## src/verilog/soc_pkg.sv

```systemverilog
package soc_pkg;

  // width of every bus data word
  localparam int DATA_W = 32;

  // system bus address, seen as a raw word or split into fields
  typedef union packed {
    logic [31:0] raw;
    struct packed {
      logic [3:0]  region;
      logic [17:0] reserved;
      logic [7:0]  index;
      logic [1:0]  offset;
    } field;
  } bus_addr_u;

  // region codes in the top nibble, anything else is unmapped
  localparam logic [3:0] REGION_DMEM  = 4'h0;
  localparam logic [3:0] REGION_GPIO  = 4'h4;
  localparam logic [3:0] REGION_TIMER = 4'h5;

  // gpio register word indices
  localparam logic [7:0] GPIO_DATA_IN     = 8'd0;
  localparam logic [7:0] GPIO_DATA_OUT    = 8'd1;
  localparam logic [7:0] GPIO_OE          = 8'd2;
  localparam logic [7:0] GPIO_INTR_STATE  = 8'd3;
  localparam logic [7:0] GPIO_INTR_ENABLE = 8'd4;

  // timer register word indices
  localparam logic [7:0] TIMER_CTRL    = 8'd0;
  localparam logic [7:0] TIMER_COUNT   = 8'd1;
  localparam logic [7:0] TIMER_COMPARE = 8'd2;

endpackage
```

## src/verilog/bus_decoder.sv

```systemverilog
`timescale 1ns/1ps

module bus_decoder (
  input  logic                        clk_i,
  input  logic                        rst_n_i,

  input  logic                        bus_req_i,
  input  logic                        bus_we_i,
  input  logic [31:0]                 bus_addr_i,
  input  logic [soc_pkg::DATA_W-1:0]  bus_wdata_i,
  output logic                        bus_ack_o,
  output logic [soc_pkg::DATA_W-1:0]  bus_rdata_o,
  output logic                        bus_err_o,

  output logic                        dmem_req_o,
  output logic                        dmem_we_o,
  output logic [7:0]                  dmem_index_o,
  output logic [soc_pkg::DATA_W-1:0]  dmem_wdata_o,
  input  logic                        dmem_ack_i,
  input  logic [soc_pkg::DATA_W-1:0]  dmem_rdata_i,

  output logic                        gpio_req_o,
  output logic                        gpio_we_o,
  output logic [7:0]                  gpio_index_o,
  output logic [soc_pkg::DATA_W-1:0]  gpio_wdata_o,
  input  logic                        gpio_ack_i,
  input  logic [soc_pkg::DATA_W-1:0]  gpio_rdata_i,

  output logic                        tmr_req_o,
  output logic                        tmr_we_o,
  output logic [7:0]                  tmr_index_o,
  output logic [soc_pkg::DATA_W-1:0]  tmr_wdata_o,
  input  logic                        tmr_ack_i,
  input  logic [soc_pkg::DATA_W-1:0]  tmr_rdata_i
);

  soc_pkg::bus_addr_u addr;
  logic sel_dmem;
  logic sel_gpio;
  logic sel_tmr;
  logic sel_none;
  logic err_ack_q;

  assign addr.raw = bus_addr_i;

  always_comb begin
    sel_dmem = 1'b0;
    sel_gpio = 1'b0;
    sel_tmr  = 1'b0;
    sel_none = 1'b0;
    case (addr.field.region)
      soc_pkg::REGION_DMEM:  sel_dmem = 1'b1;
      soc_pkg::REGION_GPIO:  sel_gpio = 1'b1;
      soc_pkg::REGION_TIMER: sel_tmr  = 1'b1;
      default:               sel_none = 1'b1;
    endcase
  end

  assign dmem_req_o   = bus_req_i & sel_dmem;
  assign dmem_we_o    = bus_we_i;
  assign dmem_index_o = addr.field.index;
  assign dmem_wdata_o = bus_wdata_i;
  assign gpio_req_o   = bus_req_i & sel_gpio;
  assign gpio_we_o    = bus_we_i;
  assign gpio_index_o = addr.field.index;
  assign gpio_wdata_o = bus_wdata_i;
  assign tmr_req_o    = bus_req_i & sel_tmr;
  assign tmr_we_o     = bus_we_i;
  assign tmr_index_o  = addr.field.index;
  assign tmr_wdata_o  = bus_wdata_i;

  // error responder for unmapped regions
  always_ff @(posedge clk_i or negedge rst_n_i) begin
    if (!rst_n_i) begin
      err_ack_q <= 1'b0;
    end else begin
      err_ack_q <= bus_req_i & sel_none;
    end
  end

  // at most one responder acks at a time, so select on ack and not on address
  assign bus_ack_o = dmem_ack_i | gpio_ack_i | tmr_ack_i | err_ack_q;
  assign bus_err_o = err_ack_q;

  always_comb begin
    if (dmem_ack_i) begin
      bus_rdata_o = dmem_rdata_i;
    end else if (gpio_ack_i) begin
      bus_rdata_o = gpio_rdata_i;
    end else if (tmr_ack_i) begin
      bus_rdata_o = tmr_rdata_i;
    end else begin
      bus_rdata_o = '0;
    end
  end

endmodule

```

## config.mk

```make
export PLATFORM = sky130hd
export DESIGN_NAME = bus_decoder
export DESIGN_NICKNAME = d
export VERILOG_FILES = /design/src/verilog/soc_pkg.sv /design/src/verilog/bus_decoder.sv
export SDC_FILE = /design/constraint.sdc
export NUM_CORES = 1
export LEC_CHECK = 0
export CORE_AREA = 2 2 126 128
export DETAILED_ROUTE_END_ITERATION = 12
export DIE_AREA = 0 0 128 130
export DONT_BUFFER_PORTS = 1
export PLACE_DENSITY = 0.3
export SETUP_SLACK_MARGIN = 0.4
export SKIP_CTS_REPAIR_TIMING = 1
export SYNTH_ARGS = -nofsm -noshare
export SYNTH_HDL_FRONTEND = slang
export SYNTH_SLANG_ARGS = --single-unit
```

## constraint.sdc

```tcl
create_clock -name clk_i -period 2 [get_ports clk_i]
set_clock_uncertainty 0.05 [all_clocks]
set_input_delay 0.1 -clock clk_i [delete_from_list [all_inputs] [get_ports clk_i]]
set_output_delay 0.1 -clock clk_i [all_outputs]
set_load 0.005 [all_outputs]
```

# Word level (Yosys, flattened, before mapping)
# Index checks and enable logic that the tools add are counted.
# W data, S select, Z words.
word_totals:
  reg_bits: 1
  input_bits: 167
  output_inout_bits: 160
  ramBits: 0
  elab_cells: 19
  rom_bits: 0
  latchBits: 0
  mem_count: 0
classes:
  reduce_logical: 2
  n_eq_ne: 2
  bitwise: 7
  mul: 0
  order_cmp: 0
  shift: 0
  mux: 7
  addsub: 0
  n_div: 0
op_table:
  columns: ["op", "count"]
  rows:
  - ["$mux W32", 3]
  - ["$eq A4 B3 Y1 const B", 2]
  - ["$and A1 B1 Y1", 4]
  - ["$logic_not A4 Y1", 1]
  - ["$mux W1", 4]
  - ["$or A1 B1 Y1", 3]
  - ["$reduce_or A3 Y1", 1]

# Depth between registers and ports, before layout
logic_depth:
  depth_word: 4
  depth_mapped: 4
  mapped_depth_nobuf: 2

# Worst setup path after synthesis
# No wires, ideal clock.
synth_timing:
  path_kind: "register -> output"
  startpoint: "register err_ack_q, in the netlist bus_err_o"
  endpoint: "output bus_ack_o"
  stages_incl_launch_ff: 2
  t_required_ps: 1850
  arrival_time_ps: 777
  n_path_buf: 0
  slack_ps: 1073
  path_cell_list: "dfrtp_1 > or4_4"
synth_between:
  elab_chain_len: 1
synth_rtl:
  columns: ["item", "line", "text"]
  rows:
  - ["start, declared", "bus_decoder.sv:42", "logic err_ack_q;"]
  - ["start signal, assigned", "bus_decoder.sv:77", "err_ack_q <= bus_req_i & sel_none;"]
  - ["$or A1 B1 Y1", "bus_decoder.sv:82", "assign bus_ack_o = dmem_ack_i | gpio_ack_i | tmr_ack_i | err_ack_q;"]
  - ["end, declared", "bus_decoder.sv:11", "output logic bus_ack_o,"]
# No other way between the ends.

# Final worst setup path
# Ends and elaborated chain as after synthesis.

==> flow_summary.yaml <==
critical_path:
  crit_path_end_kind: "output pin"
  slowest_delay_ps: 420
  crit_fanout: 2
  crit_end: "bus_ack_o"
  critPathTopFamily: "simple AND/OR/NAND/NOR gates"
  crit_cells: 1
  startpoint: "bus_err_o"
  critPathBufInv: 0
  critPathSlowestCell: "or4_4"
  arrival_ps: 800
  worstSetupPathType: "flop to output pin"
  start_kind: "flop"
  crit_chain: "or4_4"
  crit_required_ps: 1850
place:
  gp_congestion: 0.697
  port_buffers: 0
  dpl_cell_area_um2: 1080
  place_hpwl_um: 3160
  pre_cts_ws_ps: 1050
drt:
  met2_length_um: 2090
  drc: 0
  met1_length_um: 1400
  wl_met3_um: 466
  first_pass_iters: 4
  vias: 1148
  viasPerCell: 3.48
  routed.top_layer: "met4"
  postRouteAntennaNets: 0
  drt-wirelength-per-cell_um: 12.6
  drt_iter0_drc: 28
  drt_wl_total_um: 4140
layout:
  multi_input_area_um2: 820
  regArea_um2: 25.0
  antenna_cells: 0
  area_growth_pct: -41.1
  fin_nets: 307
  postLayoutCellArea_um2: 1090
  num-fill-cells: 1837
  largest_reg_flops: 1
  drive_above_1_share: 0.00725
job:
  drv_cap: 0
timing:
  fin_setup_tns_ps: 0
  fin_crit_ps: 952
  period_share: 0.476
  setup_slack_ps: 1050
  tightest_slew_ps: 359
  max_slew_margin: 0.758
  max_freq_mhz: 1050
  hold_viol: 0
  setup_viol: 0
  drv_slew: 0
  rsz0062_at_grt: "false"
logic_synthesis:
  synth_top_family_by_area: "buffers and inverters"
  yosysSeqAreaShare: 0.0135
  synthXorXnorAreaFrac: 0
  yosys.area_share.simple: 0.264
  synth_seq_cells: 1
  synthAdderAreaFrac: 0
  syn_area_per_cell_um2: 6.68
  syn_inst: 278
  netlist_area_um2: 1860
  synth.area.mux_share: 0
  synth_nets: 445
  synth_compound_area_frac: 0.177
  yosys_warnings: 0
  synthDistinctLibCells: 14
power_and_ir_drop:
  switchingPower_uw: 59.8
  p_per_area_nw_per_um2: 138
  power_frac_comb: 0.847
  power_frac_seq: 0.153
  ir_drop_mv: 0.107
  p_int_uw: 91.4
  leakagePower_uw: 0.000243
  swShare: 0.396
  p_clk_frac: 0
status:
  status: "finished, final reports clean"
grt:
  track_usage: 0.0386
  grt_pass1_vias: 991
  grt_pass1_wl_um: 5230
  grt_max_degree: 66
  gr-total-overflow: 0
  grt_antenna_before_repair: 0
floorplanning:
  coreArea_um2: 15400
  dieArea_um2: 16600
  rows: 46
  initial_utilization: 0.120
  die_x_um: 128
  dieHeight_um: 130
  ios: 327
worst_hold_path:
  hp-class: "primary input to output pin"
clocking:
  clk_pin_slew_ps: 0
how the worst min path moves through the flow:
stage / start / end / cells past startpoint
6_report: bus_wdata_i[20] / dmem_wdata_o[20] / 0
5_1_grt: bus_wdata_i[9] / tmr_wdata_o[9] / 0
4_1_cts: rst_n_i / bus_err_o / 0
3_5_place_dp: rst_n_i / bus_err_o / 0
3_3_place_gp: rst_n_i / bus_err_o / 0
2_1_floorplan: rst_n_i / bus_err_o / 0
synthesized netlist by cell type:
master | instances | area (um2)
buf_4 | 123 | 923
clkbuf_1 | 5 | 18.8
nor2b_1 | 33 | 206
nand3b_1 | 33 | 248
buf_2 | 12 | 60.1
or4_4 | 1 | 11.3
nor3b_1 | 1 | 7.51
nor4_1 | 1 | 6.26
o31a_1 | 1 | 8.76
nand2b_1 | 1 | 6.26
dfrtp_1 | 1 | 25.0
buf_6 | 1 | 11.3
a21oi_1 | 64 | 320
nor3_1 | 1 | 5.00
power by group through the flow:
stage	clock, uW	sequential, uW	combinational, uW
4_1_cts	0	23.1	129
5_1_grt	0	23.2	142
2_1_floorplan	0	22.8	350
3_3_place_gp	0	23.2	128
3_5_place_dp	0	23.1	128
6_report	0	23.1	128
cell families (layout without fill, tap and decap cells):
| group | Yosys count | after routing |
|---|---|---|
| AO/OA/AOI/OAI | 65 | 65 |
| flip-flops | 1 | 1 |
| AND/OR/NAND/NOR | 71 | 71 |
| buffers and inverters | 141 | 1 |
through the flow:
| stage | total power, uW | instances | utilization | hold slack [ps] |
|---|---|---|---|---|
| after global routing | 165 | 330 | 0.0710 | 150 |
| after detailed placement | 151 | 329 | 0.0703 | -246 |
| after floorplan | 373 | 278 | - | -246 |
| after CTS | 152 | 329 | 0.0703 | -246 |
| final | 151 | 330 | 0.0710 | 150 |
| after global placement | 151 | 329 | 0.0703 | -246 |
final cells by class:
type                            count  share of cell area
Tap cell                          192               0.219
Multi-Input combinational cell    136               0.749
Timing Repair Buffer                1             0.00914
Sequential cell                     1              0.0229
cell usage in the layout, fill, tap and decap left out:
cell | synthesis | routed
nand2b_1 | 1 | 1
nand3b_1 | 33 | 33
o31a_1 | 1 | 1
nor3b_1 | 1 | 1
dlygate4sd3_1 | 0 | 1
a21oi_1 | 64 | 64
nor3_1 | 1 | 1
dfrtp_1 | 1 | 1
nor4_1 | 1 | 1
or4_4 | 1 | 1
nor2b_1 | 33 | 33
layer usage:
metal / vias to the layer above / GRT usage
li1: 521 / -
met1: 496 / 0.0364
met2: 100 / 0.0739
met3: 31 / 0.00984
met4: 0 / 0.0259
met5: - / 0
(Power assumes the default switching activity.)
