[src/verilog/soc_pkg.sv]
package soc_pkg;

  // width of every bus data word
  localparam int DATA_W = 32;

  // system bus address, seen as a raw word or split into fields
  typedef union packed {
    logic [31:0] raw;
    struct packed {
      logic [3:0]  region;
      logic [17:0] reserved;
      logic [7:0]  index;
      logic [1:0]  offset;
    } field;
  } bus_addr_u;

  // region codes in the top nibble, anything else is unmapped
  localparam logic [3:0] REGION_DMEM  = 4'h0;
  localparam logic [3:0] REGION_GPIO  = 4'h4;
  localparam logic [3:0] REGION_TIMER = 4'h5;

  // gpio register word indices
  localparam logic [7:0] GPIO_DATA_IN     = 8'd0;
  localparam logic [7:0] GPIO_DATA_OUT    = 8'd1;
  localparam logic [7:0] GPIO_OE          = 8'd2;
  localparam logic [7:0] GPIO_INTR_STATE  = 8'd3;
  localparam logic [7:0] GPIO_INTR_ENABLE = 8'd4;

  // timer register word indices
  localparam logic [7:0] TIMER_CTRL    = 8'd0;
  localparam logic [7:0] TIMER_COUNT   = 8'd1;
  localparam logic [7:0] TIMER_COMPARE = 8'd2;

endpackage
[src/verilog/bus_arbiter.sv]
`timescale 1ns/1ps

module bus_arbiter (
  input  logic                        clk_i,
  input  logic                        rst_n_i,

  // host 0, core data port
  input  logic                        h0_req_i,
  input  logic                        h0_we_i,
  input  logic [31:0]                 h0_addr_i,
  input  logic [soc_pkg::DATA_W-1:0]  h0_wdata_i,
  output logic                        h0_ack_o,
  output logic [soc_pkg::DATA_W-1:0]  h0_rdata_o,
  output logic                        h0_err_o,

  // host 1, debug system bus port
  input  logic                        h1_req_i,
  input  logic                        h1_we_i,
  input  logic [31:0]                 h1_addr_i,
  input  logic [soc_pkg::DATA_W-1:0]  h1_wdata_i,
  output logic                        h1_ack_o,
  output logic [soc_pkg::DATA_W-1:0]  h1_rdata_o,
  output logic                        h1_err_o,

  // shared bus towards the decoder
  output logic                        bus_req_o,
  output logic                        bus_we_o,
  output logic [31:0]                 bus_addr_o,
  output logic [soc_pkg::DATA_W-1:0]  bus_wdata_o,
  input  logic                        bus_ack_i,
  input  logic [soc_pkg::DATA_W-1:0]  bus_rdata_i,
  input  logic                        bus_err_i
);

  logic gnt_valid_q;
  logic gnt_q;
  logic last_q;
  logic bus_req_q;
  logic gnt_req;
  logic done;
  logic free;
  logic any_req;
  logic winner;
  logic h0_sel;
  logic h1_sel;

  assign gnt_req = gnt_q ? h1_req_i : h0_req_i;
  // transaction closed once req went low and the device dropped ack
  assign done    = gnt_valid_q & ~bus_req_q & ~bus_ack_i;
  assign free    = ~gnt_valid_q | done;
  assign any_req = h0_req_i | h1_req_i;
  // on a tie the host not served last wins
  assign winner  = (h0_req_i & h1_req_i) ? ~last_q : h1_req_i;

  always_ff @(posedge clk_i or negedge rst_n_i) begin
    if (!rst_n_i) begin
      gnt_valid_q <= 1'b0;
      gnt_q       <= 1'b0;
      last_q      <= 1'b0;
      bus_req_q   <= 1'b0;
    end else if (free) begin
      gnt_valid_q <= any_req;
      bus_req_q   <= any_req;
      if (any_req) begin
        gnt_q  <= winner;
        last_q <= winner;
      end
    end else if (bus_req_q) begin
      // once low, req stays low until the grant is released
      bus_req_q <= gnt_req;
    end
  end

  assign h0_sel = gnt_valid_q & ~gnt_q;
  assign h1_sel = gnt_valid_q & gnt_q;

  assign bus_req_o   = bus_req_q;
  assign bus_we_o    = gnt_q ? h1_we_i : h0_we_i;
  assign bus_addr_o  = gnt_q ? h1_addr_i : h0_addr_i;
  assign bus_wdata_o = gnt_q ? h1_wdata_i : h0_wdata_i;

  // response goes back to the granted host only
  assign h0_ack_o   = h0_sel & bus_ack_i;
  assign h0_err_o   = h0_sel & bus_err_i;
  assign h0_rdata_o = h0_sel ? bus_rdata_i : '0;
  assign h1_ack_o   = h1_sel & bus_ack_i;
  assign h1_err_o   = h1_sel & bus_err_i;
  assign h1_rdata_o = h1_sel ? bus_rdata_i : '0;

endmodule

[config.mk]
export PLATFORM = sky130hd
export DESIGN_NAME = bus_arbiter
export DESIGN_NICKNAME = d
export VERILOG_FILES = /design/src/verilog/soc_pkg.sv /design/src/verilog/bus_arbiter.sv
export SDC_FILE = /design/constraint.sdc
export NUM_CORES = 1
export LEC_CHECK = 0
export BUFFER_PORTS_ARGS = -buffer_cell sky130_fd_sc_hd__buf_2
export CAP_MARGIN = 25
export CORE_AREA = 5 5 115 117
export CTS_BUF_LIST = sky130_fd_sc_hd__clkbuf_4
export DETAILED_ROUTE_END_ITERATION = 10
export DIE_AREA = 0 0 120 122
export PLACE_DENSITY_LB_ADDON = 0.1
export REMOVE_ABC_BUFFERS = 1
export SYNTH_ARGS = -nofsm -noshare
export SYNTH_HDL_FRONTEND = slang
export SYNTH_SLANG_ARGS = --single-unit
[constraint.sdc]
create_clock -name clk_i -period 1.6 [get_ports clk_i]
set_input_delay 0.24 -clock clk_i [delete_from_list [all_inputs] [get_ports clk_i]]
set_output_delay 0.24 -clock clk_i [all_outputs]
set_load 0.05 [all_outputs]
After elaboration in Yosys (flattened, before gate mapping)
Index checks and enable logic that the tools add are counted.
- word-level logic and storage cells: 28
- register bits: 3
- bits of input ports: 168
- bitwise logic cells: 15
- muxes and demuxes: 9
- reduce and logical (&&, ||, !) cells: 1
- operator list (cell ; number):
    $mux 32 ; 4
    $and 1x1->1 ; 9
    $mux 1 ; 5
    $not 1->1 ; 4
    $or 1x1->1 ; 2
    $reduce_and 2->1 ; 1

Longest topological paths before layout
Gate-level depths: netlist of run 1.
- depth in word-level cells: 5
- gate-level depth with buffers: 5
- mapped depth without buffers: 3

Least setup slack after synthesis of run 1
Ideal clock, no wire load.
- path type: reg2out
- start: reg, netlist name last_q
- end: out h0_rdata_o[10] in the netlist's numbering
- arrival time: 1303 ps
- cell stages (with the launch flop): 4
- path slack: 57 ps
- required time: 1360 ps
- cell sequence: dfrtp_1 > nor2b_1 > clkbuf_1 > and2_1
- RTL lines (what ; line ; RTL):
    to (decl) ; bus_arbiter.sv:13 ; output logic [soc_pkg::DATA_W-1:0] h0_rdata_o,

==> results of run 1 <==
==> registers in the layout (all words and copies together) (netlist names) <==
signal	count
bus_req_o	1
gnt_valid_q	1
last_q	1
==> metal layers <==
| metal | routed length (µm) | global-route usage |
|---|---|---|
| met1 | 3020 | 0.108 |
| met2 | 4930 | 0.221 |
| met3 | 942 | 0.0274 |
| met4 | 45 | 0.0172 |
| met5 | 20 | 0 |
==> area by class of cell <==
| cell class | instances | area [µm²] |
|---|---|---|
| Fill cell | 1377 | 8820 |
| Multi-Input combinational cell | 144 | 1250 |
| Tap cell | 150 | 188 |
| Clock buffer | 4 | 30.0 |
| Timing Repair Buffer | 309 | 1890 |
| Sequential cell | 3 | 78.8 |
==> power groups by stage <==
| stage | combinational, mW | sequential, mW | clock, mW |
|---|---|---|---|
| 6_report | 7.08 | 0.143 | 0.153 |
| 5_1_grt | 7.40 | 0.149 | 0.162 |
| 4_1_cts | 7.17 | 0.143 | 0.161 |
| 3_5_place_dp | 6.60 | 0.144 | 0 |
| 3_3_place_gp | 6.63 | 0.143 | 0 |
| 2_1_floorplan | 4.42 | 0.387 | 0 |
==> synth_stat cells, drive strengths merged <==
master / count / share of area
nor2b: 1 / 0.0045
and2: 34 / 0.15
nand3: 1 / 0.0036
buf: 8 / 0.036
nor2: 2 / 0.0054
clkbuf: 10 / 0.027
dfrtp: 3 / 0.054
o21ai: 1 / 0.0036
a31oi: 1 / 0.0045
mux2: 66 / 0.54
a21oi: 3 / 0.011
and3: 34 / 0.15
nand2: 1 / 0.0027
==> kinds of logic after synthesis <==
family	Yosys count	synth area share
simple gates	73	0.325
flops	3	0.0544
compound gates	5	0.0190
mux	66	0.539
buf+inv	18	0.0635
==> through the flow <==
step | power [mW] | setup slack, ns | util
after floorplan | 4.81 | -1.91 | -
after global placement | 6.78 | 0.0730 | 0.252
after detailed placement | 6.74 | 0.0636 | 0.252
after CTS | 7.47 | -0.187 | 0.280
after global routing | 7.71 | -0.224 | 0.280
final | 7.38 | -0.176 | 0.280
==> layout by cell type, fill, tap and decap left out <==
| cell type | count |
|---|---|
| nor2b_2 | 1 |
| buf_4 | 69 |
| nor2_1 | 2 |
| buf_2 | 218 |
| a21oi_1 | 3 |
| buf_12 | 4 |
| and2_1 | 34 |
| nand3_1 | 1 |
| mux2_4 | 7 |
| a31oi_1 | 1 |
| and3_1 | 34 |
| o21ai_0 | 1 |
| dfrtp_1 | 2 |
| dlygate4sd3_1 | 1 |
| mux2_2 | 59 |
| nand2_1 | 1 |
| buf_8 | 1 |
| dfrtp_4 | 1 |
| buf_6 | 16 |
| clkbuf_4 | 4 |
==> timing repair <==
item	CTS	global route
endpoints found under the setup margin	133	133
setup buffers	1	0
endpoints found under the hold margin	3	0
hold buffers	1	0
gates resized for setup	107	0
==> worst max-delay path by stage <==
| stage | to | slack [ns] | from | cells past startpoint |
|---|---|---|---|---|
| detailed placement | h0_rdata_o[13] | 0.06 | last_q | 4 |
| global placement | bus_wdata_o[31] | 0.07 | last_q | 3 |
| finish | bus_addr_o[1] | -0.18 | last_q | 3 |
| global route | bus_wdata_o[2] | -0.22 | last_q | 3 |
| floorplan | h0_ack_o | -1.91 | last_q | 2 |
| CTS | bus_addr_o[1] | -0.19 | last_q | 3 |
==> worst register-to-register path, delay by kind of cell (launching register included) <==
family / cells / cell delay, ns
flops: 1 / 0.45
mux: 1 / 0.25
simple gates: 1 / 0.05
buf+inv: 2 / 0.26
compound gates: 1 / 0.13
==> summary.txt, run 1 <==
Run status
  • Outcome: finished, violations left
  • Failing checks: setup timing

Place
  • GPL Wtd Cong: 0.721
  • PortBufs: 301
  • Placed cell area: 3090 µm²
  • Post-detail-place hpwl: 7.64 mm
  • Placed cells: 604

Worst setup path
  • Worst Setup Start Kind: register
  • CP Buf/Inv Count: 2
  • Worst Path Required: 1.36 ns
  • Worst r2r path cells: 5
  • Critical Path, Cell by Cell: buf_12 -> mux2_2 -> buf_2
  • Top Family by Delay on Critical Path: flip-flops
  • Reg-to-Reg Start: last_q
  • Worst-path fanout max: 44
  • Worst setup EP type: output pin
  • Critical R2R Capture: bus_req_o
  • Slowest cell on crit path: dfrtp_4
  • WS Path Type: register to output pin
  • Flop2flop setup slack: 0.40 ns
  • Max incr delay on CP: 0.45 ns
  • Worst EP arrival: 1.54 ns

CTS
  • Clk Latency, worst-skew pair: 0.24 ns
  • Reg clk slew, reported paths: 0.04 ns
  • Clock tree sinks: 3
  • Htree depth: 1
  • Clock root cell: clkbuf_4
  • Max clock buf depth: 2
  • Total CTS buffers: 3
  • CTS tree: built

Floorplan
  • Cell Rows: 41
  • Die Y: 122 µm
  • Chip width: 120 µm
  • Initial core utilization: 0.113
  • Core area: 12300 µm²
  • I/O pin cnt: 302
  • DIE AREA: 14600 µm²

Pwr
  • Gate power share: 0.960
  • Clock share of power: 0.021
  • Switching power share of the total: 0.658
  • PwrDens: 2150 nW/µm²
  • Internal Pwr Total: 2.53 mW
  • Peak VDD IR: 0.000768 V
  • Leakage power: 1.99 nW
  • Switching power total: 4.86 mW
  • Sequential power share: 0.019

Logic synthesis
  • Synth Instances: 165
  • Yosys reg bits: 3
  • Register area share after synthesis: 0.0544
  • Distinct cells, synth: 14
  • Yosys warns: 0
  • Avg Cell Area, Syn: 8.36 µm²
  • Synth Cell Area: 1380 µm²

Cells and area
  • Finished Layout Cells: 610
  • P&R area growth vs syn: 149%
  • ANT cells: 0
  • Share of cells above drive strength 1: 0.826
  • Nets: 629
  • Final Instance Area: 3440 µm²

Detailed routing
  • Drt drc: 0
  • Antenna-violating nets left: 0
  • Detailed Route WL: 8.96 mm
  • Initial DRC count: 31
  • DR vias: 2410
  • Routed WL per cell: 14.7 µm
  • DR vias/cell: 3.95
  • Detailed Routing Iterations Pass 1: 4

Timing
  • Min cycle time layout: 1.78 ns
  • Slew Limit Fails: 0
  • Final Cycle Share: 1.11
  • Worst slew pin tran: 0.306 ns
  • Hold Fails Final Rpt: 0
  • Setup TNS: -12.11 ns
  • # setup viols final: 99
  • Relative slew margins: 0.794
  • Skew final: 0.00551 ns
  • Final setup margin: -0.176 ns
  • Peak Freq: 0.563 GHz
  • RSZ-0062 raised after global routing: true
  • Worst hold margin: 0.229 ns

Global route
  • GRT Total Usage: 0.107
  • Vias in the first global route: 2523
  • Gr ovfl total: 0
  • First-pass GRT wire length: 12.7 mm
  • Antenna violations before repair: 1
  • Largest net degree at the start of global routing: 48

Hold path
  • WHS Endpoint: gnt_valid_q
  • Min-delay src: h1_req_i
  • Hold path cells: 3
  • Hold crit path type: primary input to register

Job
  • Max-cap violations: 0
No activity file was read; power rests on OpenSTA's default activity.
==> run 2, diff against run 1 <==
--- a/config.mk
+++ b/config.mk
@@ -11,7 +11,7 @@
 export CTS_BUF_LIST = sky130_fd_sc_hd__clkbuf_4
 export DETAILED_ROUTE_END_ITERATION = 10
 export DIE_AREA = 0 0 120 122
-export PLACE_DENSITY_LB_ADDON = 0.1
+export PLACE_DENSITY_LB_ADDON = 0.2
 export REMOVE_ABC_BUFFERS = 1
 export SYNTH_ARGS = -nofsm -noshare
 export SYNTH_HDL_FRONTEND = slang
==> run 2 against run 1 <==
Against the previous run: the flow still finishes with violations (setup timing); clock power shrank 3%; clock-buffer cell count is the same; register-to-register slack is essentially flat; highest routed layer is now met4; combinational power grew 2%.
==> summary.txt, run 2 (same netlist as run 1, synthesis figures left out) <==
CTS
  • Max clock buf depth: 2 (unchanged)
  • Clk Latency, worst-skew pair: 0.23 ns (about the same)
  • Total CTS buffers: 3 (unchanged)
  • Clock root cell: clkbuf_4
  • Clock tree sinks: 3 (unchanged)
  • CTS tree: built
  • Htree depth: 1 (unchanged)
  • Reg clk slew, reported paths: 0.04 ns (about the same)

Worst setup path
  • Worst-path fanout max: 35 (-20%)
  • Worst Setup Start Kind: register
  • Worst setup EP type: output pin
  • Worst Path Required: 1.36 ns (about the same)
  • Worst EP arrival: 1.51 ns (-0.03 ns)
  • WS Path Type: register to output pin

Cells and area
  • Finished Core Util: 0.288 (+0.00806)
  • ANT cells: 0 (unchanged)
  • Commonest non-fill, non-tap cell in the layout: buf_2
  • P&R area growth vs syn: 156%
  • FF+latch area: 78.8 µm² (unchanged)
  • Area of the multi-input gates: 1230 µm² (-1.1%)
  • Filler cell count: 1302 (-5.4%)
  • Share of cells above drive strength 1: 0.828 (+0.00180)
  • Nets: 628 (-0.16%)
  • Finished Layout Cells: 609 (-0.16%)
  • Commonest cells after routing, fill and taps aside: 216 x buf_2, 63 x mux2_2, 40 x buf_6

Detailed routing
  • Metal2 WL: 4.49 mm (-9.1%)
  • Initial DRC count: 24 (-23%)
  • DR WL met3: 1.07 mm (+14%)
  • Top Layer Used: met4
  • Antenna-violating nets left: 0 (unchanged)
  • Drt drc: 0 (unchanged)
  • Detailed Routing Iterations Pass 1: 4 (unchanged)
  • DRT met1 WL: 3.00 mm (-0.63%)
  • Detailed Route WL: 8.58 mm (-4.2%)
  • Routed WL per cell: 14.1 µm (-4.1%)
  • DR vias/cell: 3.95 (about the same)
  • DR vias: 2405 (-0.21%)

Global route
  • Gr ovfl total: 0 (unchanged)
  • Antenna violations before repair: 0 (-1)
  • Largest net degree at the start of global routing: 38 (-21%)
  • Vias in the first global route: 2508 (-0.59%)
  • First-pass GRT wire length: 12.3 mm (-3.4%)
  • GRT Total Usage: 0.101 (-0.00534)

Pwr
  • Peak VDD IR: 0.000761 V (-1.0%)
  • Leakage power: 2.01 nW (+1.3%)
  • Total power: 7.52 mW (+1.9%)
  • PwrDens: 2130 nW/µm² (-0.94%)

Floorplan
  • I/O pin cnt: 302 (unchanged)
  • Cell Rows: 41 (unchanged)
  • Die Y: 122 µm (unchanged)
  • Initial core utilization: 0.113 (unchanged)
  • DIE AREA: 14600 µm² (unchanged)
  • Chip width: 120 µm (unchanged)
  • Core area: 12300 µm² (unchanged)

Timing
  • Min cycle time layout: 1.75 ns (-0.0295 ns)
  • Hold Fails Final Rpt: 0 (unchanged)
  • Final Cycle Share: 1.09 (-0.0184)
  • Final setup margin: -0.147 ns (+0.0295 ns)
  • Worst slew pin tran: 0.322 ns (+0.0156 ns)
  • # setup viols final: 99 (unchanged)
  • Peak Freq: 0.573 GHz (+1.7%)
  • Relative slew margins: 0.783 (-0.0105)
  • Skew final: 0.00513 ns (-0.000379 ns)
  • RSZ-0062 raised after global routing: true
  • Slew Limit Fails: 0 (unchanged)

Place
  • Setup WS pre-CTS: 0.0629 ns (-0.000729 ns)
  • Placed cells: 604 (unchanged)
  • PortBufs: 301 (unchanged)
  • Post-detail-place hpwl: 7.42 mm (-2.8%)
  • GPL Wtd Cong: 0.725 (+0.60%)

Hold path
  • Hold crit path type: primary input to register

Run status
  • Outcome: finished, violations left
  • Failing checks: setup timing

Job
  • Max-cap violations: 0 (unchanged)
run 2: changes by cell type in the layout (fill, tap and decap cells not counted):
| cell | previous run | this run |
|---|---|---|
| and3_1 | 34 | 33 |
| mux2_2 | 59 | 63 |
| mux2_4 | 7 | 3 |
| buf_6 | 16 | 40 |
| clkbuf_4 | 4 | 9 |
| buf_4 | 69 | 39 |
| and3_2 | 0 | 1 |
| buf_2 | 218 | 216 |
| buf_12 | 4 | 6 |
run 2: final cells by class:
cell class | count | area share
clock buffers | 4 | 0.00849
repair buffers | 308 | 0.568
flip-flops and latches | 3 | 0.0223
multi-input cells | 144 | 0.349
well taps | 150 | 0.0531
run 2: through the flow:
step / hold WS (ns) / TNS, ns / cell area [µm²]
floorplan: -0.0556 / -192.11 / 1290
global placement: 0.0450 / 0 / 3120
detailed placement: 0.0434 / 0 / 3120
CTS: 0.232 / -11.45 / 3480
global route: 0.241 / -14.70 / 3540
finish: 0.242 / -9.15 / 3540
run 2: path summary, 6_finish.rpt:
| kind | depth (start not counted) | slack, ns | startpoint | endpoint |
|---|---|---|---|---|
| max | 3 | -0.15 | last_q | bus_wdata_o[19] |
| min | 3 | 0.24 | h1_req_i | gnt_valid_q |
| max reg2reg | 4 | 0.39 | last_q | bus_req_o |
| min reg2reg | 2 | 0.64 | bus_req_o | bus_req_o |
| max in group asynchronous | 2 | 1.12 | rst_n_i | last_q |
| min in group asynchronous | 2 | 0.34 | rst_n_i | bus_req_o |
run 2: where the power goes:
group          total [mW]  switching [mW]  internal [mW]
combinational        7.22            4.78           2.44
clock               0.148          0.0381          0.110
sequential          0.151          0.0437          0.107
run 2: worst max-delay path, stage by stage (launching register included):
cell and delay [ns]:
dfrtp_4 0.46, buf_12 0.22, mux2_2 0.38, buf_4 0.20
run 2: layer usage:
| metal | track usage | vias to the layer above |
|---|---|---|
| met5 | 0 | - |
| met4 | 0.0150 | 0 |
| met3 | 0.0306 | 2 |
| met2 | 0.199 | 180 |
| met1 | 0.108 | 1045 |
| li1 | - | 1178 |
run 2: timing repair:
item	4_1_cts	5_1_grt
endpoints found under the setup margin	133	107
hold endpoints to repair	3	0
hold buffers	1	0
setup buffers	0	0
resized for setup	110	21
