`src/verilog/soc_pkg.sv`:
```
package soc_pkg;

  // width of every bus data word
  localparam int DATA_W = 32;

  // system bus address, seen as a raw word or split into fields
  typedef union packed {
    logic [31:0] raw;
    struct packed {
      logic [3:0]  region;
      logic [17:0] reserved;
      logic [7:0]  index;
      logic [1:0]  offset;
    } field;
  } bus_addr_u;

  // region codes in the top nibble, anything else is unmapped
  localparam logic [3:0] REGION_DMEM  = 4'h0;
  localparam logic [3:0] REGION_GPIO  = 4'h4;
  localparam logic [3:0] REGION_TIMER = 4'h5;

  // gpio register word indices
  localparam logic [7:0] GPIO_DATA_IN     = 8'd0;
  localparam logic [7:0] GPIO_DATA_OUT    = 8'd1;
  localparam logic [7:0] GPIO_OE          = 8'd2;
  localparam logic [7:0] GPIO_INTR_STATE  = 8'd3;
  localparam logic [7:0] GPIO_INTR_ENABLE = 8'd4;

  // timer register word indices
  localparam logic [7:0] TIMER_CTRL    = 8'd0;
  localparam logic [7:0] TIMER_COUNT   = 8'd1;
  localparam logic [7:0] TIMER_COMPARE = 8'd2;

endpackage
```
`src/verilog/rv_timer.sv`:
```
`timescale 1ns/1ps

module rv_timer (
  input  logic                        clk_i,
  input  logic                        rst_n_i,
  input  logic                        req_i,
  input  logic                        we_i,
  input  logic [7:0]                  index_i,
  input  logic [soc_pkg::DATA_W-1:0]  wdata_i,
  output logic                        ack_o,
  output logic [soc_pkg::DATA_W-1:0]  rdata_o,
  output logic                        intr_o
);

  logic [soc_pkg::DATA_W-1:0] count_q;
  logic [soc_pkg::DATA_W-1:0] compare_q;
  logic [soc_pkg::DATA_W-1:0] rd_word;
  logic [soc_pkg::DATA_W-1:0] rdata_q;
  logic                       en_q;
  logic                       ack_q;
  logic                       start;
  logic                       wr;

  assign start = req_i & ~ack_q;
  assign wr    = start & we_i;

  always_ff @(posedge clk_i or negedge rst_n_i) begin
    if (!rst_n_i) begin
      ack_q     <= 1'b0;
      en_q      <= 1'b0;
      count_q   <= '0;
      compare_q <= '1;
    end else begin
      ack_q <= req_i;
      if (wr && index_i == soc_pkg::TIMER_CTRL) begin
        en_q <= wdata_i[0];
      end
      // a bus load takes priority over counting
      if (wr && index_i == soc_pkg::TIMER_COUNT) begin
        count_q <= wdata_i;
      end else if (en_q) begin
        count_q <= count_q + 1'b1;
      end
      if (wr && index_i == soc_pkg::TIMER_COMPARE) begin
        compare_q <= wdata_i;
      end
    end
  end

  always_comb begin
    case (index_i)
      soc_pkg::TIMER_CTRL:    rd_word = soc_pkg::DATA_W'(en_q);
      soc_pkg::TIMER_COUNT:   rd_word = count_q;
      soc_pkg::TIMER_COMPARE: rd_word = compare_q;
      default:                rd_word = '0;
    endcase
  end

  always_ff @(posedge clk_i) begin
    if (start && !we_i) begin
      rdata_q <= rd_word;
    end
  end

  assign ack_o   = ack_q;
  assign rdata_o = rdata_q;
  // level interrupt, held while the count sits at or past compare
  assign intr_o  = en_q & (count_q >= compare_q);

endmodule

```
`config.mk`:
```
export PLATFORM = sky130hd
export DESIGN_NAME = rv_timer
export DESIGN_NICKNAME = d
export VERILOG_FILES = /design/src/verilog/soc_pkg.sv /design/src/verilog/rv_timer.sv
export SDC_FILE = /design/constraint.sdc
export NUM_CORES = 1
export LEC_CHECK = 0
export BUFFER_PORTS_ARGS = -buffer_cell sky130_fd_sc_hd__buf_2
export CAP_MARGIN = 0
export CORE_MARGIN = 2
export CORE_UTILIZATION = 35
export CTS_CLUSTER_DIAMETER = 50
export CTS_CLUSTER_SIZE = 10
export DETAILED_ROUTE_END_ITERATION = 10
export MAX_ROUTING_LAYER = met4
export SLEW_MARGIN = 10
export SYNTH_ARGS = -nofsm -noshare
export SYNTH_HDL_FRONTEND = slang
export SYNTH_SLANG_ARGS = --single-unit
```
`constraint.sdc`:
```
create_clock -name clk_i -period 3.8 [get_ports clk_i]
set_input_delay 0.76 -clock clk_i [delete_from_list [all_inputs] [get_ports clk_i]]
set_output_delay 0.76 -clock clk_i [all_outputs]
set_load 0.05 [all_outputs]
```
* Yosys cells after proc, flatten, opt, wreduce, memory -nomap -nowiden
Cells that the tools add are included.
Storage, ports and cells: register bits after elaboration 98, logic and storage cells 23
Cells by class: $add $sub $neg 1, order comparisons 1, eq/ne operators 2, multiplexer cells 3, bitwise operators 4, reductions and logical operators 7
Operators with widths (number):
- 32-bit one-hot mux with 3 select lines | 1
- 32-bit two-way mux | 2
- 32-bit by 1-bit adder with 32-bit output, second input constant | 1
- 32-bit >= comparator | 1
- 8-bit by 1-bit equality test with 1-bit output, second input constant | 1
- 8-bit by 2-bit equality test with 1-bit output, second input constant | 1
- 8-bit logical NOT | 1
- 1-bit logical AND | 4
- 1-bit bitwise AND | 3
- 2-bit nonzero test | 1
- 1-bit logical NOT | 1
- 1-bit inverter | 1

* Depth between registers and ports, before layout
Gate-level depths: netlist of the first run.
depth in word-level cells 5, depth in mapped cells 7, gate-level depth less buffers 7

* Worst setup path after synthesis of the first run
Ideal clock, no wire load.
kind input to register, start point input we_i, end point register rdata_q (netlist bit rdata_o[0]) (enable), setup time 468 ps, arrival time 3163 ps, setup slack 169 ps, cell stages on the path 1, path buffers 0, path through nor3b_1
Between the ends: cells in the longest elaborated chain, start to end 2
Ends and longest elaborated chain:
- start, declared | line rv_timer.sv:7 | input logic we_i,
- 1-bit logical NOT | line rv_timer.sv:60 | if (start && !we_i) begin
- 1-bit logical AND | line rv_timer.sv:60
- end signal, assigned | line rv_timer.sv:61 | rdata_q <= rd_word;
- end, declared | line rv_timer.sv:18 | logic [soc_pkg::DATA_W-1:0] rdata_q;
No other way between the ends. A chain may end at the register's enable or synchronous reset.

* Worst setup path in the final report of the first run
start point register count_q[0] in the netlist's numbering, end point output intr_o
Between the ends: cells in the longest elaborated chain, start to end 2
Ends and longest elaborated chain:
- start, declared | line rv_timer.sv:15 | logic [soc_pkg::DATA_W-1:0] count_q;
- start signal, assigned | line rv_timer.sv:40 | count_q <= wdata_i;
- start signal, assigned | line rv_timer.sv:42 | count_q <= count_q + 1'b1;
- 32-bit >= comparator | line rv_timer.sv:68 | assign intr_o = en_q & (count_q >= compare_q);
- 1-bit bitwise AND | line rv_timer.sv:68
- end, declared | line rv_timer.sv:12 | output logic intr_o
No other way between the ends.

==> flow_metrics.tcl, run 1 <==
set metrics [dict create \
    synthCells 505 \
    critPathArrivalTime_ns 2.93 \
    grt_pass1_wl_mm 20.1 \
    r2r_start "en_q$_DFFE_PN0P_" \
    diodes 0 \
    yosysUniqueCellTypes 52 \
    die_h_um 127 \
    grt.total_usage 0.162 \
    dp_slack_ns 0.396 \
    critPathCaptureType "primary output" \
    drt-wirelength-per-cell_um 16.0 \
    place_inst 751 \
    period_needed_ns 3.69 \
    synth_flop_cell "dfrtp_1" \
    grt_overflow 0 \
    setup_viol 0 \
    hold_buffers 0 \
    grt_max_degree 65 \
    slew_headroom 0.218 \
    drt-pass1-iter-count 4 \
    h-tree-depth 3 \
    drv_slew 0 \
    p_leak_nw 2.77 \
    die-area_um2 16200 \
    syn_to_final_growth_pct 15.4 \
    place_congestion 0.836 \
    hp-class "primary input to asynchronous set/reset pin" \
    slowest_stage "a2111oi_1" \
    finalWorstSetupSlack_ns 0.111 \
    crit_chain "inv_1 > ha_1 > nand2b_1 > a2111oi_0 > o21ai_0 > a2111oi_1 > o21ai_0 > buf_2" \
    r2r_end "count_q[24]$_DFFE_PN0P_" \
    vias 3873 \
    avgSynthCellArea_um2 10.5 \
    tightestPinTransition_ns 1.17 \
    cts_tree "done" \
    drt_iter0_drc 225 \
    crit_family "compound AO/OA/AOI/OAI gates" \
    run_status "finished, final reports clean" \
    syn_nets 582 \
    maxCapViolations 0 \
    async_reset_ff_frac 0.673 \
    peakVddDrop_uv 240 \
    worstSetupPathType "flop to primary output" \
    antenna_found_initial 0 \
    ys.warnings.count 0 \
    hpwlAfterDp_mm 8.46 \
    cp_max_fo 4 \
    fin_nets 651 \
    hold_violations 0 \
    synth_area_um2 5330 \
    finalCritPeriodShare 0.971 \
    fin_worst_skew_ns 0.00843 \
    synth_edf_count 32 \
    crit_end "intr_o" \
    final_area_um2 6150 \
    post_dp_cell_area_um2 5840 \
    fin_cells 767 \
    io_buffers 77 \
    cts-buffers-inserted 9 \
    r2r_slack_ns 1.53 \
    root_buffer "clkbuf_16" \
    cp.depth 8 \
    grt_pass1_vias 4027 \
    worstPathRequired_ns 3.04 \
    initial_core_util 0.354 \
    synth-seq-cells 98 \
    cpMostUsedCell "o21ai_0" \
    power_density_nw_per_um2 533 \
    fin_tns_setup_ns 0 \
    ant_nets 0 \
    synth_seq_area_share 0.498 \
    wirelength_mm 12.3 \
    insertion_delay_ns 0.35 \
    cts_num_sinks 98 \
    remaining_drc_errors 0 \
    clkSlewWorstSetupHoldPaths_ns 0.07 \
    num_io_pins 78 \
    clock_path_buffers 2 \
    critPathBufInv 2 \
    drive_gt1_frac 0.269 \
    max_stage_delay_ns 0.55 \
    core_area_um2 15000 \
    p_total_mw 3.27 \
    fmax_ghz 0.271 \
    fillers 1449 \
    die_w_um 127 \
    rows 45 \
    vias_per_cell 5.05 \
    start_kind "flop" \
    r2r_cells 5 \
    crit_start "count_q[0]$_DFFE_PN0P_" \
]
==> power by group <==
group | switching, mW | total [mW] | internal [mW]
registers | 0.192 | 1.40 | 1.21
logic | 0.530 | 0.912 | 0.383
clock network | 0.387 | 0.959 | 0.573
==> worst min path at each step <==
| stage | end | slack (ns) |
|---|---|---|
| after CTS | en_q$_DFFE_PN0P_ | 0.51 |
| after floorplan | ack_o$_DFF_PN0_ | 0.46 |
| final | count_q[0]$_DFFE_PN0P_ | 0.49 |
| after global routing | compare_q[24]$_DFFE_PN1P_ | 0.53 |
| after detailed placement | compare_q[24]$_DFFE_PN1P_ | 0.50 |
| after global placement | compare_q[25]$_DFFE_PN1P_ | 0.49 |
==> kinds of logic (layout without fill, tap and decap cells) <==
group | count (synthesis) | after routing | synth area share
AND/OR/NAND/NOR | 152 | 152 | 0.160
buffers and inverters | 64 | 138 | 0.0597
multiplexers | 4 | 4 | 0.00798
adder cells (fa/ha/maj) | 33 | 33 | 0.0775
flip-flops | 98 | 98 | 0.498
XOR/XNOR | 31 | 31 | 0.0510
AO/OA/AOI/OAI | 123 | 123 | 0.146
==> per-stage QoR <==
step | hold slack, ns | util
floorplan | 0.464 | -
detailed placement | 0.495 | 0.388
global route | 0.529 | 0.409
finish | 0.490 | 0.409
CTS | 0.505 | 0.409
global placement | 0.486 | 0.388
==> flip-flops by register name, indices dropped and copies added, names as in the netlist <==
signal     cells
ack_o          1
compare_q     32
count_q       32
en_q           1
rdata_o       32
==> per-layer routing <==
layer,global-route usage,part of all wire,vias up
li1,-,-,1938
met1,0.201,0.45,1849
met2,0.266,0.49,69
met3,0.0289,0.037,17
met4,0.0608,0.018,0
met5,-,0,-
==> synth_stat cells (6+ instances only) <==
master	number	area, um^2
nand2_1	52	195
nand3_1	11	55.1
buf_6	6	67.6
dfstp_2	32	841
xnor2_1	22	193
a22o_1	30	263
nor4_2	8	100
nand4_1	7	43.8
buf_2	6	30.0
xor2_1	9	78.8
inv_1	39	146
a21oi_1	41	205
o21ai_0	31	155
edfxtp_1	32	961
nor3_1	6	30.0
ha_1	33	413
dfrtp_1	34	851
nor2_1	41	154
clkbuf_1	9	33.8
==> timing repair <==
item                                    in CTS  in global routing
resized for setup                            0                  1
endpoints found under the setup margin       0                  1
buffers inserted                             0                  0
==> cell usage in the layout, fill, tap and decap left out, types with 3 or more instances in the layout <==
cell | netlist | layout
ha_1 | 33 | 33
a22o_1 | 30 | 30
a21o_1 | 3 | 3
nand4_1 | 7 | 7
o21ai_0 | 31 | 31
nand2_1 | 52 | 52
and4_1 | 3 | 3
edfxtp_1 | 32 | 32
a21oi_1 | 41 | 41
clkbuf_16 | 0 | 9
nand3_1 | 11 | 11
dfrtp_1 | 34 | 34
inv_1 | 39 | 39
o21a_1 | 3 | 3
xnor2_1 | 22 | 22
o21ai_1 | 5 | 5
nor2_1 | 41 | 40
buf_2 | 6 | 77
xor2_1 | 9 | 9
buf_4 | 1 | 6
nor4_2 | 8 | 8
nor3_2 | 2 | 3
dfstp_2 | 32 | 32
nor3_1 | 6 | 5
==> layout make-up <==
| cell class | instances | area (um^2) | area share |
|---|---|---|---|
| repair buffers | 83 | 430 | 0.0700 |
| well taps | 188 | 235 | 0.0383 |
| clock inverters | 6 | 81.3 | 0.0132 |
| multi-input cells | 343 | 2370 | 0.386 |
| inverters | 39 | 146 | 0.0238 |
| clock buffers | 10 | 229 | 0.0372 |
| flip-flops and latches | 98 | 2650 | 0.432 |
Power figures use the tool's default switching activity.
==> run 2: changes to the inputs <==
--- a/config.mk
+++ b/config.mk
@@ -9,6 +9,7 @@
 export CAP_MARGIN = 0
 export CORE_MARGIN = 2
 export CORE_UTILIZATION = 35
+export CTS_BUF_LIST = sky130_fd_sc_hd__clkbuf_16
 export CTS_CLUSTER_DIAMETER = 50
 export CTS_CLUSTER_SIZE = 10
 export DETAILED_ROUTE_END_ITERATION = 10
==> flow_metrics.tcl, run 2 (synthesized netlist as in run 1, its figures left out) <==
set metrics [dict create \
    p_comb_frac 0.279 \
    swShare 0.339 \
    hp-class "primary input to asynchronous set/reset pin" \
    fmax_ghz 0.271 \
    crit_chain "inv_1 > ha_1 > nand2b_1 > a2111oi_0 > o21ai_0 > a2111oi_1 > o21ai_0 > buf_2" \
    post_dp_cell_area_um2 5840 \
    worstSetupPathType "flop to primary output" \
    rows 45 \
    cts_setup_buffers 0 \
    num_io_pins 78 \
    final_cell_mix "77 x buf_2, 52 x nand2_1, 41 x a21oi_1, 40 x inv_1, 40 x nor2_1" \
    cts-buffers-inserted 9 \
    regArea_um2 2650 \
    peakVddDrop_uv 240 \
    root_buffer "clkbuf_16" \
    finalCritPeriodShare 0.971 \
    p_total_mw 3.27 \
    cts_num_sinks 98 \
    wirelength_mm 12.3 \
    tightestPinTransition_ns 1.18 \
    die-area_um2 16200 \
    final_core_utilization 0.409 \
    period_needed_ns 3.69 \
    ant_nets 0 \
    grt_overflow 0 \
    critPathArrivalTime_ns 2.93 \
    vias 3877 \
    slowest_stage "a2111oi_1" \
    grt_max_degree 65 \
    antenna_found_initial 0 \
    start_kind "flop" \
    fin_worst_skew_ns 0.00855 \
    cpMostUsedCell "o21ai_0" \
    drt-wirelength-per-cell_um 16.0 \
    setup_viol 0 \
    core_area_um2 15000 \
    cts_tree "done" \
    r2r_slack_ns 1.53 \
    grt.total_usage 0.162 \
    whs_ns 0.489 \
    intPower_mw 2.16 \
    insertion_delay_ns 0.35 \
    clock_path_buffers 2 \
    initial_core_util 0.354 \
    fin_cells 767 \
    hold_violations 0 \
    max_stage_delay_ns 0.55 \
    place_inst 751 \
    finalWorstSetupSlack_ns 0.111 \
    diodes 0 \
    hpwlAfterDp_mm 8.46 \
    vias_per_cell 5.05 \
    cp_max_fo 4 \
    drv_slew 0 \
    place_congestion 0.836 \
    syn_to_final_growth_pct 15.4 \
    p_leak_nw 2.77 \
    run_status "finished, final reports clean" \
    drive_gt1_frac 0.269 \
    maxCapViolations 0 \
    die_w_um 127 \
    fin_tns_setup_ns 0 \
    clkSlewWorstSetupHoldPaths_ns 0.07 \
    remaining_drc_errors 0 \
    final_area_um2 6150 \
    power_density_nw_per_um2 532 \
    r2r_cells 5 \
    io_buffers 77 \
    r2r_start "en_q$_DFFE_PN0P_" \
    final_common_cell "buf_2" \
    h-tree-depth 3 \
    drt-pass1-iter-count 4 \
    die_h_um 127 \
    slew_headroom 0.214 \
    grt_pass1_wl_mm 20.1 \
    dp_slack_ns 0.396 \
    drt_iter0_drc 233 \
    sequentialPowerShare 0.429 \
    clkPwrFrac 0.292 \
    critPathCaptureType "primary output" \
    r2r_end "count_q[24]$_DFFE_PN0P_" \
    multi_input_area_um2 2370 \
    grt_pass1_vias 4027 \
    fin_nets 651 \
    p_switching_mw 1.11 \
    worstPathRequired_ns 3.04 \
    fillers 1449 \
]
==> run 2: cell count changes in the layout (fill, tap and decap cells not counted) <==
cell      delta
inv_1        +1
clkbuf_1     -1
==> run 2: repair_timing <==
item                       4_1_cts  5_1_grt
setup endpoints to repair        0        1
resized for setup                0        1
hold buffers                     0        0
==> run 2: how the worst max path moves through the flow <==
stage | startpoint | end | slack [ns] | cells after the start
2_1_floorplan | we_i | rdata_o[0]$_DFFE_PP_ | 0.17 | 1
3_3_place_gp | count_q[0]$_DFFE_PN0P_ | intr_o | 0.37 | 8
3_5_place_dp | count_q[0]$_DFFE_PN0P_ | intr_o | 0.40 | 8
4_1_cts | count_q[0]$_DFFE_PN0P_ | intr_o | 0.002 | 8
5_1_grt | count_q[0]$_DFFE_PN0P_ | intr_o | -0.03 | 8
6_report | count_q[0]$_DFFE_PN0P_ | intr_o | 0.11 | 8
==> run 2: power by group through the flow <==
stage / Clock [mW] / Combinational, mW / Sequential (mW)
finish: 0.957 / 0.912 / 1.40
global route: 1.03 / 1.02 / 1.43
CTS: 0.979 / 0.924 / 1.40
floorplan: 0 / 0.727 / 1.38
global placement: 0 / 0.887 / 1.41
detailed placement: 0 / 0.911 / 1.42
==> run 2: cell type report <==
cell class	count	share of cell area
clock buffer	9	0.0366
clock inverter	7	0.0138
inverter	39	0.0238
multi-input combinational	343	0.386
sequential	98	0.432
tap	188	0.0383
timing repair buffer	83	0.0700
==> run 2: per-layer routing <==
| layer | vias to the layer above | wire length [um] | global-route usage |
|---|---|---|---|
| li1 | 1938 | - | - |
| met1 | 1854 | 5550 | 0.201 |
| met2 | 68 | 6060 | 0.266 |
| met3 | 17 | 448 | 0.0289 |
| met4 | 0 | 218 | 0.0608 |
| met5 | - | 0 | - |
==> run 2: critical path: cells and delay by family, from the launching register on <==
kind / cells / cell delay (ns)
AOI/OAI and AO/OA: 4 / 1.40
DFF: 1 / 0.42
buffers and inverters: 2 / 0.35
adders and majority gates: 1 / 0.28
and+or+nand+nor: 1 / 0.14
==> run 3: changes to the inputs <==
--- a/config.mk
+++ b/config.mk
@@ -5,6 +5,7 @@
 export SDC_FILE = /design/constraint.sdc
 export NUM_CORES = 1
 export LEC_CHECK = 0
+export ABC_AREA = 1
 export BUFFER_PORTS_ARGS = -buffer_cell sky130_fd_sc_hd__buf_2
 export CAP_MARGIN = 0
 export CORE_MARGIN = 2
@@ -14,7 +15,7 @@
 export CTS_CLUSTER_SIZE = 10
 export DETAILED_ROUTE_END_ITERATION = 10
 export MAX_ROUTING_LAYER = met4
-export SLEW_MARGIN = 10
+export SLEW_MARGIN = 15
 export SYNTH_ARGS = -nofsm -noshare
 export SYNTH_HDL_FRONTEND = slang
 export SYNTH_SLANG_ARGS = --single-unit
==> flow_metrics.tcl, run 3 <==
set metrics [dict create \
    synth-xor-area-share 0.0340 \
    synth_seq_area_share 0.468 \
    clock_path_buffers 2 \
    synth_top_cell_area_share 0.170 \
    io_buffers 77 \
    hpwlAfterDp_mm 10.3 \
    crit_chain "inv_1 > ha_1 > nand4_1 > nor3_1 > nand2_1 > nand2_1 > nand2_1 > a21oi_1 > buf_2" \
    synth_common_cells "178 x nand2_1, 103 x inv_1, 61 x nor2_1" \
    die_w_um 131 \
    h-tree-depth 3 \
    synth_mux_area_frac 0 \
    cts_setup_buffers 0 \
    synth_compound_area_frac 0.109 \
    final_common_cell "nand2_1" \
    synth-seq-cells 98 \
    die-area_um2 17200 \
    slew_headroom 0.299 \
    worstSetupPathType "flop to primary output" \
    grt_max_degree 65 \
    maxCapViolations 0 \
    synth_flop_cell "dfrtp_1" \
    fin_worst_skew_ns 0.00601 \
    vias_per_cell 4.72 \
    grt.total_usage 0.179 \
    drive_gt1_frac 0.181 \
    fin_nets 846 \
    drt_iter0_drc 294 \
    critPathBufInv 2 \
    remaining_drc_errors 0 \
    yosysUniqueCellTypes 36 \
    synth_top_area_cell "edfxtp_1" \
    syn_to_final_growth_pct 15.6 \
    wirelength_mm 14.3 \
    syn_nets 772 \
    critPathArrivalTime_ns 2.34 \
    final_area_um2 6550 \
    setup_viol 0 \
    die_h_um 131 \
    drt-pass1-iter-count 5 \
    met2_length_mm 6.57 \
    highest_layer "met4" \
    critPathCaptureType "primary output" \
    cts_tree "done" \
    wl_met1_mm 6.97 \
    root_buffer "clkbuf_16" \
    initial_core_util 0.358 \
    clkSlewWorstSetupHoldPaths_ns 0.07 \
    p_leak_nw 3.08 \
    cp_max_fo 3 \
    whs_ns 0.491 \
    hold_violations 0 \
    yosys.area_share.simple 0.230 \
    finalWorstSetupSlack_ns 0.705 \
    fillers 1627 \
    tightestPinTransition_ns 1.05 \
    hold_buffers 0 \
    synth_edf_count 32 \
    rows 46 \
    max_stage_delay_ns 0.52 \
    post_dp_cell_area_um2 6280 \
    cpMostUsedCell "nand2_1" \
    ant_nets 0 \
    vias 4677 \
    yosys-top-cells-area "edfxtp_1 17%, dfrtp_1 15%, dfstp_2 15%" \
    met3WireLength_um 503 \
    synthCells 695 \
    fin_tns_setup_ns 0 \
    fmax_ghz 0.323 \
    core_area_um2 15800 \
    worstPathRequired_ns 3.04 \
    synth-adder-area-share 0.0729 \
    hp-class "flop to flop" \
    grt_overflow 0 \
    synth_top_family_by_area "simple AND/OR/NAND/NOR gates" \
    diodes 0 \
    power_density_nw_per_um2 338 \
    synth.most_common_cell "nand2_1" \
    cts-buffers-inserted 9 \
    drv_slew 0 \
    cts_num_sinks 98 \
    grt_pass1_wl_mm 23.9 \
    run_status "finished, final reports clean" \
    drt-wirelength-per-cell_um 14.5 \
    slowest_stage "dfstp_2" \
    start_kind "flop" \
    peakVddDrop_uv 214 \
    ys.warnings.count 0 \
    period_needed_ns 3.10 \
    grt_pass1_vias 4655 \
    antenna_found_initial 0 \
    insertion_delay_ns 0.36 \
    async_reset_ff_frac 0.673 \
    rsz0062_at_grt "false" \
    finalCritPeriodShare 0.814 \
    synth_area_um2 5660 \
    place_congestion 0.912 \
    dp_slack_ns 1.11 \
    cts_resized 0 \
    crit_family "simple AND/OR/NAND/NOR gates" \
    avgSynthCellArea_um2 8.15 \
    num_io_pins 78 \
    final_cell_mix "177 x nand2_1, 103 x inv_1, 77 x buf_2, 61 x nor2_1" \
]
-- run 3: cell types whose count changed after synthesis, moves of 4 or more --
cell,change
a21oi_1,-8
a22o_1,-30
buf_6,-4
inv_1,+64
nand2_1,+126
nand3_1,+18
nor2_1,+20
nor3_1,+12
nor4_2,-8
o211ai_1,+6
o21ai_1,+4
o22ai_1,+25
xnor2_1,-21
xor2_1,+12
-- run 3: per-layer routing --
| metal | track usage | vias up |
|---|---|---|
| met5 | - | - |
| met4 | 0.0676 | 0 |
| met3 | 0.0262 | 17 |
| met2 | 0.274 | 90 |
| met1 | 0.241 | 2150 |
| li1 | - | 2420 |
-- run 3: tightest hold or removal path: cells and delay by family, from the launching register on --
family / cells / cell delay, ns
AND/OR/NAND/NOR: 1 / 0.05
flip-flops: 1 / 0.37
AO/OA/AOI/OAI: 1 / 0.07
-- run 3: final cells by class --
class	count	area, um^2	share of cell area
Clock buffer	9	225	0.0344
Clock inverter	7	36.3	0.00554
Multi-Input combinational cell	475	2540	0.388
Sequential cell	98	2650	0.405
Tap cell	216	270	0.0413
Inverter	104	390	0.0596
Timing Repair Buffer	81	428	0.0654
-- run 3: cell families (layout without fill, tap and decap cells) --
kind of cell,Yosys count,count (layout)
xor gates and xnor gates,22,22
adders and majority gates,33,33
and+or+nand+nor,308,308
buffers and inverters,122,201
AOI/OAI and AO/OA,112,112
DFF,98,98
-- run 3: final timing paths --
kind | startpoint | to | slack (ns) | depth (start not counted)
max in group asynchronous | rst_n_i | compare_q[17]$_DFFE_PN1P_ | 2.55 | 2
min reg2reg | compare_q[24]$_DFFE_PN1P_ | compare_q[24]$_DFFE_PN1P_ | 0.49 | 2
max reg2reg | en_q$_DFFE_PN0P_ | count_q[8]$_DFFE_PN0P_ | 1.80 | 4
min in group asynchronous | rst_n_i | ack_o$_DFF_PN0_ | 0.51 | 1
min | compare_q[24]$_DFFE_PN1P_ | compare_q[24]$_DFFE_PN1P_ | 0.49 | 2
max | compare_q[15]$_DFFE_PN1P_ | intr_o | 0.70 | 9
-- run 3: power breakdown --
part,switching [mW],internal (mW),total (mW)
Combinational,0.149,0.0755,0.225
Clock,0.402,0.435,0.837
Sequential,0.0273,1.12,1.15
-- run 3: per-stage QoR --
| stage | util | total power [mW] | cells |
|---|---|---|---|
| 2_1_floorplan | - | 1.30 | 695 |
| 3_3_place_gp | 0.397 | 1.39 | 974 |
| 3_5_place_dp | 0.397 | 1.39 | 974 |
| 4_1_cts | 0.413 | 2.23 | 990 |
| 5_1_grt | 0.414 | 2.31 | 990 |
| 6_report | 0.414 | 2.21 | 990 |
